File: src/design/periphPkg.sv
package periphPkg;

	// Register port geometry
	localparam int dataWidth = 8;	// One register word
	localparam int addrWidth = 2;	// Four registers

	////////////////////////////////////////////////////////////
	// Register offsets

	localparam logic [addrWidth-1:0] regData = 2'd0;		// Tx byte out or rx byte in
	localparam logic [addrWidth-1:0] regStatus = 2'd1;		// Read only
	localparam logic [addrWidth-1:0] regDuty = 2'd2;		// Pending PWM duty
	localparam logic [addrWidth-1:0] regIrqEnable = 2'd3;	// Source enables

	////////////////////////////////////////////////////////////
	// Status word bit positions

	localparam int stRxValid = 0;
	localparam int stTxReady = 1;
	localparam int stFrameErr = 2;	// Stop bit of last frame was 0
	localparam int stOverrun = 3;	// Frame lost before a read
	localparam int stPwmIrq = 4;

	////////////////////////////////////////////////////////////
	// Interrupt sources

	localparam int irqCount = 3;

	// Source numbers as seen on irqId, 0 means none
	localparam logic [1:0] irqRx = 2'd1;	// Highest priority
	localparam logic [1:0] irqTx = 2'd2;
	localparam logic [1:0] irqPwm = 2'd3;	// Lowest priority

endpackage

File: src/design/irqUnit.sv
module irqUnit (
	input  logic clk,
	input  logic reset,
	input  logic irqEnWrite,
	input  logic [periphPkg::irqCount-1:0] irqEnValue,
	input  logic rxValid,
	input  logic txReady,
	input  logic pwmIrq,
	output logic irq,
	output logic [1:0] irqId
);

	logic [periphPkg::irqCount-1:0] irqEn;		// Bit 0 rx, 1 tx, 2 pwm
	logic [periphPkg::irqCount-1:0] pending;

	always_ff @(posedge clk or posedge reset) begin
		if (reset) irqEn <= '0;	// All sources masked
		else if (irqEnWrite) irqEn <= irqEnValue;
	end

	assign pending = {pwmIrq, txReady, rxValid} & irqEn;
	assign irq = |pending;

	// Lowest source number wins
	always_comb begin
		if (pending[0]) irqId = periphPkg::irqRx;
		else if (pending[1]) irqId = periphPkg::irqTx;
		else if (pending[2]) irqId = periphPkg::irqPwm;
		else irqId = 2'd0;
	end

	// Enable strobe from the bus lasts one cycle
	enWritePulse: assert property (@(posedge clk) disable iff (reset)
		irqEnWrite |=> !irqEnWrite);

endmodule

File: src/design/periphTop.sv
module periphTop #(
	parameter int clkDiv = 217,	// Clocks per serial bit
	parameter int pwmMax = 180	// PWM terminal count
) (
	input  logic clk,
	input  logic reset,
	input  logic req,
	input  logic write,
	input  logic [periphPkg::addrWidth-1:0] addr,
	input  logic [periphPkg::dataWidth-1:0] wdata,
	output logic ack,
	output logic [periphPkg::dataWidth-1:0] rdata,
	input  logic rxd,
	output logic txd,
	output logic pwmOut,
	output logic irq,
	output logic [1:0] irqId
);

	////////////////////////////////////////////////////////////
	// Internal strobes and flags

	logic txWrite;
	logic [periphPkg::dataWidth-1:0] txByte;
	logic txReady;
	logic rxRead;
	logic [periphPkg::dataWidth-1:0] rxByte;
	logic rxValid;
	logic overrun;
	logic frameErr;
	logic dutyWrite;
	logic [periphPkg::dataWidth-1:0] dutyValue;
	logic pwmIrq;
	logic irqEnWrite;
	logic [periphPkg::irqCount-1:0] irqEnValue;

	// Host side decode and handshake
	regBus bus (.clk, .reset, .req, .write, .addr, .wdata, .ack, .rdata,
		.txWrite, .txByte, .txReady, .rxRead, .rxByte, .rxValid, .overrun,
		.frameErr, .dutyWrite, .dutyValue, .pwmIrq, .irqEnWrite, .irqEnValue);

	////////////////////////////////////////////////////////////
	// Peripherals

	uartTx #(.clkDiv(clkDiv)) tx (.clk, .reset, .txWrite, .txByte, .txReady, .txd);

	uartRx #(.clkDiv(clkDiv)) rx (.clk, .reset, .rxd, .rxRead,
		.rxByte, .rxValid, .overrun, .frameErr);

	pwmTimer #(.pwmMax(pwmMax)) pwm (.clk, .reset, .dutyWrite, .dutyValue,
		.pwmOut, .pwmIrq);

	// Interrupt request pin and source number
	irqUnit irqCtl (.clk, .reset, .irqEnWrite, .irqEnValue,
		.rxValid, .txReady, .pwmIrq, .irq, .irqId);

endmodule

File: src/design/pwmTimer.sv
module pwmTimer #(
	parameter int pwmMax = 180	// Terminal count
) (
	input  logic clk,
	input  logic reset,
	input  logic dutyWrite,
	input  logic [periphPkg::dataWidth-1:0] dutyValue,
	output logic pwmOut,
	output logic pwmIrq
);

	localparam logic [periphPkg::dataWidth-1:0] countLast =
		pwmMax[periphPkg::dataWidth-1:0];

	logic [periphPkg::dataWidth-1:0] pwmCount;
	logic [periphPkg::dataWidth-1:0] dutyPending;	// Written by host
	logic [periphPkg::dataWidth-1:0] dutyBuf;		// Active this period
	logic termCount;
	logic zeroCount;

	assign termCount = pwmCount == countLast;
	assign zeroCount = pwmCount == '0;

	always_ff @(posedge clk or posedge reset) begin
		if (reset) begin
			pwmCount <= '0;
			dutyPending <= '0;
			dutyBuf <= '0;
			pwmOut <= 1'b0;
			pwmIrq <= 1'b0;
		end else begin
			pwmCount <= termCount ? '0 : pwmCount + 1'b1;	// Period of pwmMax+1
			if (dutyWrite) dutyPending <= dutyValue;
			if (termCount) dutyBuf <= dutyPending;	// New duty at period boundary
			// Clear beats set so a duty of 0 stays low
			if (pwmCount == dutyBuf) pwmOut <= 1'b0;
			else if (zeroCount) pwmOut <= 1'b1;
			// Once per period, acknowledged by a duty write
			if (zeroCount) pwmIrq <= 1'b1;
			else if (dutyWrite) pwmIrq <= 1'b0;
		end
	end

endmodule

File: src/design/regBus.sv
module regBus (
	input  logic clk,
	input  logic reset,
	input  logic req,
	input  logic write,
	input  logic [periphPkg::addrWidth-1:0] addr,
	input  logic [periphPkg::dataWidth-1:0] wdata,
	output logic ack,
	output logic [periphPkg::dataWidth-1:0] rdata,
	output logic txWrite,
	output logic [periphPkg::dataWidth-1:0] txByte,
	input  logic txReady,
	output logic rxRead,
	input  logic [periphPkg::dataWidth-1:0] rxByte,
	input  logic rxValid,
	input  logic overrun,
	input  logic frameErr,
	output logic dutyWrite,
	output logic [periphPkg::dataWidth-1:0] dutyValue,
	input  logic pwmIrq,
	output logic irqEnWrite,
	output logic [periphPkg::irqCount-1:0] irqEnValue
);

	localparam logic [1:0] sIdle = 2'd0;	// Waiting for req
	localparam logic [1:0] sAcked = 2'd1;	// Strobe cycle
	localparam logic [1:0] sWaitLow = 2'd2;	// Ack held until req drops

	logic [1:0] state;
	logic isData;
	logic stall;
	logic accept;
	logic [periphPkg::dataWidth-1:0] statusWord;
	logic [periphPkg::dataWidth-1:0] readWord;
	logic [periphPkg::dataWidth-1:0] dutyShadow;		// Pending duty copy
	logic [periphPkg::irqCount-1:0] irqEnShadow;

	// Data register stalls on busy tx or empty rx
	assign isData = addr == periphPkg::regData;
	assign stall = isData & (write ? ~txReady : ~rxValid);
	assign accept = (state == sIdle) & req & ~stall;
	assign ack = state != sIdle;

	// wdata stays stable until the host sees ack
	assign txByte = wdata;
	assign dutyValue = wdata;
	assign irqEnValue = wdata[periphPkg::irqCount-1:0];

	////////////////////////////////////////////////////////////
	// Handshake FSM and strobes

	always_ff @(posedge clk or posedge reset) begin
		if (reset) begin
			state <= sIdle;
			txWrite <= 1'b0;
			rxRead <= 1'b0;
			dutyWrite <= 1'b0;
			irqEnWrite <= 1'b0;
			dutyShadow <= '0;
			irqEnShadow <= '0;
		end else begin
			// One-cycle pulses, aligned with ack rising
			txWrite <= accept & write & isData;
			rxRead <= accept & ~write & isData;
			dutyWrite <= accept & write & (addr == periphPkg::regDuty);
			irqEnWrite <= accept & write & (addr == periphPkg::regIrqEnable);
			if (accept & write & (addr == periphPkg::regDuty)) dutyShadow <= wdata;
			if (accept & write & (addr == periphPkg::regIrqEnable)) irqEnShadow <= irqEnValue;
			case (state)
				sIdle: if (accept) state <= sAcked;
				sAcked: state <= req ? sWaitLow : sIdle;
				sWaitLow: if (!req) state <= sIdle;	// Ack drops next clock
				default: state <= sIdle;
			endcase
		end
	end

	////////////////////////////////////////////////////////////
	// Read path

	always_comb begin
		statusWord = '0;
		statusWord[periphPkg::stRxValid] = rxValid;
		statusWord[periphPkg::stTxReady] = txReady;
		statusWord[periphPkg::stFrameErr] = frameErr;
		statusWord[periphPkg::stOverrun] = overrun;
		statusWord[periphPkg::stPwmIrq] = pwmIrq;
		readWord = '0;
		case (addr)
			periphPkg::regData: readWord = rxByte;
			periphPkg::regStatus: readWord = statusWord;
			periphPkg::regDuty: readWord = dutyShadow;
			default: readWord[periphPkg::irqCount-1:0] = irqEnShadow;
		endcase
	end

	// Captured before the flags clear
	always_ff @(posedge clk)
		if (accept) rdata <= readWord;

	// Req still high when ack rises
	ackNeedsReq: assert property (@(posedge clk) disable iff (reset)
		$rose(ack) |-> req);

endmodule

File: src/design/uartRx.sv
module uartRx #(
	parameter int clkDiv = 217	// Clocks per bit
) (
	input  logic clk,
	input  logic reset,
	input  logic rxd,
	input  logic rxRead,
	output logic [periphPkg::dataWidth-1:0] rxByte,
	output logic rxValid,
	output logic overrun,
	output logic frameErr
);

	localparam int divBits = $clog2(clkDiv);
	localparam logic [divBits-1:0] divLast = divBits'(clkDiv - 1);
	localparam logic [divBits-1:0] divMid = divBits'(clkDiv / 2 - 1);

	logic [1:0] rxSync;			// Two-stage synchronizer
	logic [divBits-1:0] rxDiv;
	logic [periphPkg::dataWidth+1:0] rxShift;	// Start, data, stop
	logic stopBit;
	logic [1:0] rxHist;			// Overrun and valid
	logic lineEdge;
	logic sample;
	logic done;

	assign lineEdge = rxSync[1] ^ rxSync[0];
	assign sample = rxDiv == divMid;	// Mid-bit
	assign done = ~rxShift[0];		// Start bit reached the bottom

	always_ff @(posedge clk or posedge reset) begin
		if (reset) rxSync <= 2'b11;
		else rxSync <= {rxSync[0], rxd};
	end

	// Realigned on every line edge
	always_ff @(posedge clk or posedge reset) begin
		if (reset) rxDiv <= '0;
		else if (lineEdge | (rxDiv == divLast)) rxDiv <= '0;
		else rxDiv <= rxDiv + 1'b1;
	end

	always_ff @(posedge clk or posedge reset) begin
		if (reset) begin
			rxShift <= '1;
			stopBit <= 1'b1;
			rxHist <= 2'b00;
		end else begin
			if (done) rxShift <= '1;	// Rearm for next frame
			else if (sample) rxShift <= {rxSync[1], rxShift[periphPkg::dataWidth+1:1]};
			if (done) stopBit <= rxShift[periphPkg::dataWidth+1];
			// Completion wins over a read in the same cycle
			if (done) rxHist <= {rxHist[0], 1'b1};
			else if (rxRead) rxHist <= 2'b00;
		end
	end

	always_ff @(posedge clk)
		if (done) rxByte <= rxShift[periphPkg::dataWidth:1];

	assign rxValid = rxHist[0];
	assign overrun = rxHist[1];
	assign frameErr = ~stopBit;	// Stop bit sampled low

endmodule

File: src/design/uartTx.sv
module uartTx #(
	parameter int clkDiv = 217	// Clocks per bit
) (
	input  logic clk,
	input  logic reset,
	input  logic txWrite,
	input  logic [periphPkg::dataWidth-1:0] txByte,
	output logic txReady,
	output logic txd
);

	localparam int divBits = $clog2(clkDiv);
	localparam logic [divBits-1:0] divLast = divBits'(clkDiv - 1);

	logic [divBits-1:0] txDiv;		// Baud divider
	logic [periphPkg::dataWidth:0] txShift;	// Data plus start bit
	logic [3:0] bitCount;			// Bits left, 0 when idle
	logic divMax;
	logic busy;

	assign divMax = txDiv == divLast;
	assign busy = |bitCount;
	assign txReady = ~busy;
	assign txd = txShift[0];

	// Restarts on write so the start bit gets a full bit time
	always_ff @(posedge clk or posedge reset) begin
		if (reset) txDiv <= '0;
		else if (txWrite | divMax) txDiv <= '0;
		else txDiv <= txDiv + 1'b1;
	end

	always_ff @(posedge clk or posedge reset) begin
		if (reset) begin
			txShift <= '1;	// Line idles high
			bitCount <= '0;
		end else if (txWrite) begin
			txShift <= {txByte, 1'b0};
			bitCount <= 4'd10;	// Start, 8 data, stop
		end else if (divMax) begin
			txShift <= {1'b1, txShift[periphPkg::dataWidth:1]};	// Ones fill in the stop bit
			if (busy) bitCount <= bitCount - 1'b1;
		end
	end

	// Host port stall must hold writes off a busy transmitter
	noWriteWhenBusy: assert property (@(posedge clk) disable iff (reset)
		txWrite |-> txReady);

endmodule

File: config.mk
export PLATFORM = sky130hd
export DESIGN_NAME = periphTop
export DESIGN_NICKNAME = d
export VERILOG_FILES = /design/src/design/periphPkg.sv /design/src/design/irqUnit.sv /design/src/design/periphTop.sv /design/src/design/pwmTimer.sv /design/src/design/regBus.sv /design/src/design/uartRx.sv /design/src/design/uartTx.sv
export SDC_FILE = /design/constraint.sdc
export NUM_CORES = 1
export LEC_CHECK = 0
export CORE_ASPECT_RATIO = 0.8
export CORE_UTILIZATION = 55
export DETAILED_ROUTE_END_ITERATION = 8
export DONT_BUFFER_PORTS = 1
export HOLD_SLACK_MARGIN = 0.03
export PLACE_DENSITY = 0.72
export SLEW_MARGIN = 25
export SYNTH_ARGS = -nofsm -noshare
export SYNTH_HDL_FRONTEND = slang
export SYNTH_HIERARCHICAL = 1
export SYNTH_SLANG_ARGS = --single-unit
File: constraint.sdc
create_clock -name clk -period 2.29 [get_ports clk]
set_input_delay 0.3435 -clock clk [delete_from_list [all_inputs] [get_ports clk]]
set_output_delay 0.3435 -clock clk [all_outputs]
set_load 0.01 [all_outputs]
* Yosys cells after proc, flatten, opt, wreduce, memory -nomap -nowiden
Cells that the tools add are included.
Widths: inputs -> output; s select.
** Storage, ports and cells
- Output and inout bits :: 14
- Logic and storage cells :: 98
- Flip-flop bits (word level) :: 106
- Input bits :: 15
** Cells by class
- Muxes and demuxes :: 26
- Add/sub/neg operators :: 4
- Reduce and logical (&&, ||, !) cells :: 12
- Equality and inequality tests :: 14
- Bitwise logic cells :: 18
** Operator list (number)
- $add 8x1->8 const B :: 3
- $eq 8x8->1 const B :: 3
- $mux 8 :: 3
- $mux 10 :: 2
- $mux 9 :: 2
- $mux 2 :: 8
- $pmux 5 s3 :: 1
- $mux 4 :: 3
- $reduce_bool 2->1 :: 5
- $and 1x1->1 :: 9
- $pmux 3 s3 :: 1
- $eq 8x7->1 const B :: 1
- $eq 8x8->1 :: 1
- $logic_not 8->1 :: 1
- $eq 2x2->1 const B :: 3
- $ne 2x2->1 const B :: 3
- $pmux 2 s3 :: 1
- $mux 1 :: 5
- $not 1->1 :: 5
- $eq 2x1->1 const B :: 2
- $logic_not 2->1 :: 2
- $reduce_and 2->1 :: 2
- $reduce_or 4->1 :: 1
- $sub 4x1->4 const B :: 1
- 5 further kinds :: 6

* Depth between registers and ports, before layout
- Depth in word-level cells :: 7
- Depth in mapped cells :: 7
- Gate-level depth less buffers :: 5

* Cells and area by module
Netlist, hierarchy kept.
** Modules (own cells, without submodules)
- uartRx :: cells each 107, sequential area each 832.0 um2, area an instance 1261.2 um2, times used 1
- regBus :: cells each 91, sequential area each 665.6 um2, area an instance 1209.9 um2, times used 1
- uartTx :: cells each 114, sequential area each 536.8 um2, area an instance 1173.6 um2, times used 1
- pwmTimer :: cells each 89, sequential area each 650.6 um2, area an instance 1163.6 um2, times used 1
- irqUnit :: cells each 13, sequential area each 75.1 um2, area an instance 146.4 um2, times used 1

* Worst setup path after synthesis
No wires, ideal clock.
- Kind :: register to register
- From :: register tx.bitCount[0]
- To :: register bus/rdata[0] in the netlist's numbering (enable)
- Library setup time :: 0.378 ns
- Clock period less this slack :: 2.249 ns
- Slack :: 0.041 ns
- Stages on the path, launching flop included :: 6
- Required time :: 1.912 ns
- Buffers on the path :: 0
- Arrival :: 1.871 ns
- Cells stage by stage :: dfrtp_1 > inv_1 > ha_1 > nor3b_1 > nand2_1 > a31oi_1
** Between the ends
- Cells in the longest elaborated chain, start to end :: 5
** RTL lines
- start: declaration :: RTL line uartTx.sv:17 : logic [3:0] bitCount;
- start signal: assignment :: RTL line uartTx.sv:42 : if (busy) bitCount <= bitCount - 1'b1;
- $reduce_or 4->1 :: RTL line uartTx.sv:22 : assign busy = |bitCount;
- $mux 1 :: RTL line regBus.sv:40 : assign stall = isData & (write ? ~txReady : ~rxValid);
- $and 1x1->1 :: RTL line regBus.sv:40
- $not 1->1 :: RTL line regBus.sv:41 : assign accept = (state == sIdle) & req & ~stall;
- $and 1x1->1 :: RTL line regBus.sv:41
- named net bus.accept :: RTL line regBus.sv:32 : logic accept;
- end signal: assignment :: RTL line regBus.sv:99 : if (accept) rdata <= readWord;
- end: declaration :: RTL line regBus.sv:9 : output logic [periphPkg::dataWidth-1:0] rdata,
The timed path passes the listed nets, and every way through them passes these cells.
A chain may end at the register's enable or synchronous reset.

* Worst setup path after layout
- From :: register tx.bitCount[0]
- To :: output irq
** Between the ends
- Cells in the longest elaborated chain, start to end :: 4
** RTL lines
- $reduce_or 4->1 :: RTL line uartTx.sv:22
- $not 1->1 :: RTL line uartTx.sv:23 : assign txReady = ~busy;
- named net txReady :: RTL line periphTop.sv:25 : logic txReady;
- $and 3x3->3 :: RTL line irqUnit.sv:21 : assign pending = {pwmIrq, txReady, rxValid} & irqEn;
- $reduce_or 3->1 :: RTL line irqUnit.sv:22 : assign irq = |pending;
- end: declaration :: RTL line periphTop.sv:16 : output logic irq,
The timed path passes the listed nets, and every way through them passes these cells.

==> impl_metrics.py <==
metrics = {
    "critical_path": {
        "cp-end-kind": "primary output",
        "cpPeakStageDelay_ns": 0.37,
        "cp_cell_sequence": "inv_1 -> ha_1 -> nor3b_2 -> buf_4 -> a22oi_1 -> nand2_1",
        "path_class": "reg2out",
        "path_max_fanout": 7,
        "required_ns": 1.95,
        "critPathLaunchType": "flop",
        "arrival_ns": 1.76,
        "worst_path_max_delay_cell": "dfrtp_1",
    },
    "cells_and_area": {
        "post-route-util_pct": 59.3,
        "nNetsFinal": 419,
        "layout-drive-gt1-share_pct": 21.7,
        "area_delta_synth_final_pct": 2.88,
        "multiInputGateArea_sq_mm": 0.00181,
        "fill_cells": 700,
        "regArea_sq_mm": 0.00276,
        "diodes": 0,
        "final_cells": 513,
    },
    "logic_synthesis": {
        "yosys_warnings": 6,
        "synth_edf_count": 16,
        "synth_area_sq_mm": 0.00495,
        "postSynthAreaPerCell_sq_um": 12.0,
        "ys_types": 50,
        "post-synth-top-area-cell": "dfrtp_1",
        "ys_top_cells_by_count": "68 x dfrtp_1, 34 x inv_1, 27 x mux2_2",
        "ys.flop_type": "dfrtp_1",
        "synth_most_common_cell": "dfrtp_1",
        "synth-seq-cells": 106,
        "synth-async-reset-ratio_pct": 84.9,
        "synth.top_cell.area_share_pct": 34.3,
        "ys_top_cells_by_area": "dfrtp_1 34%, dfstp_2 12%, edfxtp_1 9.7%",
        "syn_nets": 437,
        "synthCells": 414,
        "yosysSeqAreaShare_pct": 55.7,
    },
    "clock_tree": {
        "cts-root-buf": "clkbuf_8",
        "numCtsBuffers": 9,
        "post_cts_buffers": 0,
        "clkSinkCount": 106,
        "clkSlewWorstSetupHoldPaths_ns": 0.10,
        "cts_tree": "yes",
        "cts.path.max_buffers": 2,
        "worstSkewPairLatency_ns": 0.38,
        "h-tree-depth": 3,
    },
    "die": {
        "ios": 29,
        "die_h_um": 86.9,
        "core_area_sq_mm": 0.00860,
        "start_util_pct": 57.6,
        "die-width_um": 108,
        "fp.dieArea_sq_mm": 0.00939,
        "rows": 30,
    },
    "global_routing": {
        "grt_first_pass_wirelength_um": 14800,
        "grt_overflow": 0,
        "grt_usage_pct": 21.3,
        "grt_pass1_vias": 2908,
        "grt_start_max_net_pins": 30,
        "antenna_found_initial": 0,
    },
    "timing": {
        "fin_tns_setup_ns": 0,
        "hold_viol": 0,
        "tightestPinTransition_ns": 0.873,
        "setup_viol": 0,
        "clock-skew-final_ns": 0.0131,
        "slew_viol_final": 0,
        "max_freq_mhz": 474,
        "setup_ws_ns": 0.182,
        "period_share_pct": 92.0,
        "worst_hold_slack_ns": 0.0183,
        "max-slew-margin-rel_pct": 41.8,
        "fin_crit_ns": 2.11,
        "rsz0062_at_grt": "no",
    },
    "pwr": {
        "pwr-share-comb_pct": 21.3,
        "p_leak_nw": 2.25,
        "netSwitchingFraction_pct": 29.9,
        "p_int_w": 0.00337,
        "p_clk_share_pct": 23.3,
        "max-vdd-ir-drop_v": 0.000563,
        "p_seq_share_pct": 55.4,
        "p_sw_w": 0.00143,
        "powerDensity_mw_per_mm2": 942,
    },
    "drt": {
        "drt_first_iter_violations": 208,
        "route.detailed.drc": 0,
        "drt-pass1-iter-count": 4,
        "totalWireLength_um": 8810,
        "routedWlPerCell_um": 17.2,
        "routed_via_density": 5.65,
        "ant_nets": 0,
        "vias": 2901,
    },
    "placement": {
        "routabilityCongestion": 0.814,
        "placed_cells": 495,
        "hpwl_um": 6220,
        "port_buffers": 0,
        "pre_cts_slack_ns": 0.264,
    },
    "job": {
        "maxCapViolCount": 0,
    },
    "status": {
        "status": "finished, final reports clean",
    },
    "worst_hold_path": {
        "min_path_type": "in2async",
    },
}
[registers in the layout (all words and copies together) (netlist names), 3 cells and up]
register,count
bus/dutyShadow,8
bus/irqEnShadow,3
bus/rdata,8
irqCtl/irqEn,3
pwm/dutyBuf,8
pwm/dutyPending,8
pwm/pwmCount,8
rx/rxByte,8
rx/rxDiv,8
rx/rxShift,10
tx/bitCount,4
tx/txDiv,8
tx/txShift,9
[cell usage in the layout (no fill, tap or decap), types with 3 or more instances in the layout]
master and n:
a221o_1 6, clkbuf_8 9, nor4_1 4, mux4_2 3
or4_1 3, nand2_1 17, mux2_2 27, nand3_1 10
buf_4 7, nand4_1 3, mux2_4 4, ha_1 8
inv_1 34, dfrtp_1 68, a31oi_1 4, edfxtp_1 16
nor2_1 22, nor3b_1 6, a21oi_1 8, or3_1 10
nand2b_1 3, xnor2_1 5, xor2_1 14, dfstp_2 22
nor2b_1 8, mux2i_1 6, o211ai_1 11, nor3_1 4
o21ai_0 22
[cell families after synthesis]
group / Yosys count / synth area share (%)
simple gates: 108 / 12.7
flops: 106 / 55.7
xor+xnor: 19 / 3.36
buf+inv: 72 / 7.95
fa+ha+maj: 8 / 2.02
compound gates: 61 / 8.38
mux: 40 / 9.92
[area by class of cell]
cell class / count / share of cell area [%]
timing repair buffer: 9 / 1.42
tap: 112 / 2.75
clock inverter: 5 / 1.10
inverter: 34 / 2.50
clock buffer: 11 / 2.58
sequential: 106 / 54.1
multi-input combinational: 236 / 35.5
[worst max-delay path: cells and delay by family, from the launching register on]
kind,cells,cell delay (ns)
buffers and inverters,2,0.24
AOI/OAI and AO/OA,1,0.26
DFF,1,0.37
and+or+nand+nor,2,0.31
adders and majority gates,1,0.19
[power groups by stage]
stage / Clock (W) / Combinational (W) / Sequential (W)
final: 0.00112 / 0.00102 / 0.00266
after CTS: 0.00115 / 0.00103 / 0.00266
after global placement: 0 / 0.000968 / 0.00267
after global routing: 0.00123 / 0.00116 / 0.00272
after detailed placement: 0 / 0.00102 / 0.00269
after floorplan: 0 / 0.000879 / 0.00257
[final timing paths]
kind / start / end / slack (ns) / depth (start not counted)
worst min-delay path: reset / rx/rxDiv[3] / 0.02 / 1
worst max register to register: pwm/pwmCount[0] / pwm/dutyBuf[2] / 0.25 / 6
min in group clk: wdata[7] / tx/txShift[8] / 0.09 / 1
max in group asynchronous: reset / tx/txDiv[1] / 1.11 / 2
worst min register to register: rx/rxSync[0] / rx/rxSync[1] / 0.38 / 0
worst max-delay path: tx/bitCount[0] / irq / 0.18 / 6
[routing by layer]
layer	vias up	share of wire, %	wire length [um]	global-route usage (%)
li1	1382	-	-	-
met1	1469	48	4210	29.7
met2	43	48	4210	32.7
met3	7	3.6	321	6.21
met4	0	0.84	74	5.48
met5	-	0	0	0
[what timing repair did]
action | in CTS | in global routing
resized for setup | 0 | 2
endpoints found under the setup margin | 0 | 2
hold buffers | 2 | 0
hold endpoints to repair | 54 | 0
[stage by stage]
stage               total power (W)  area [sq um]
finish                      0.00480          5100
global route                0.00511          5100
CTS                         0.00483          5090
detailed placement          0.00371          4880
global placement            0.00363          4880
floorplan                   0.00345          4950
No activity file was read; power rests on OpenSTA's default activity.
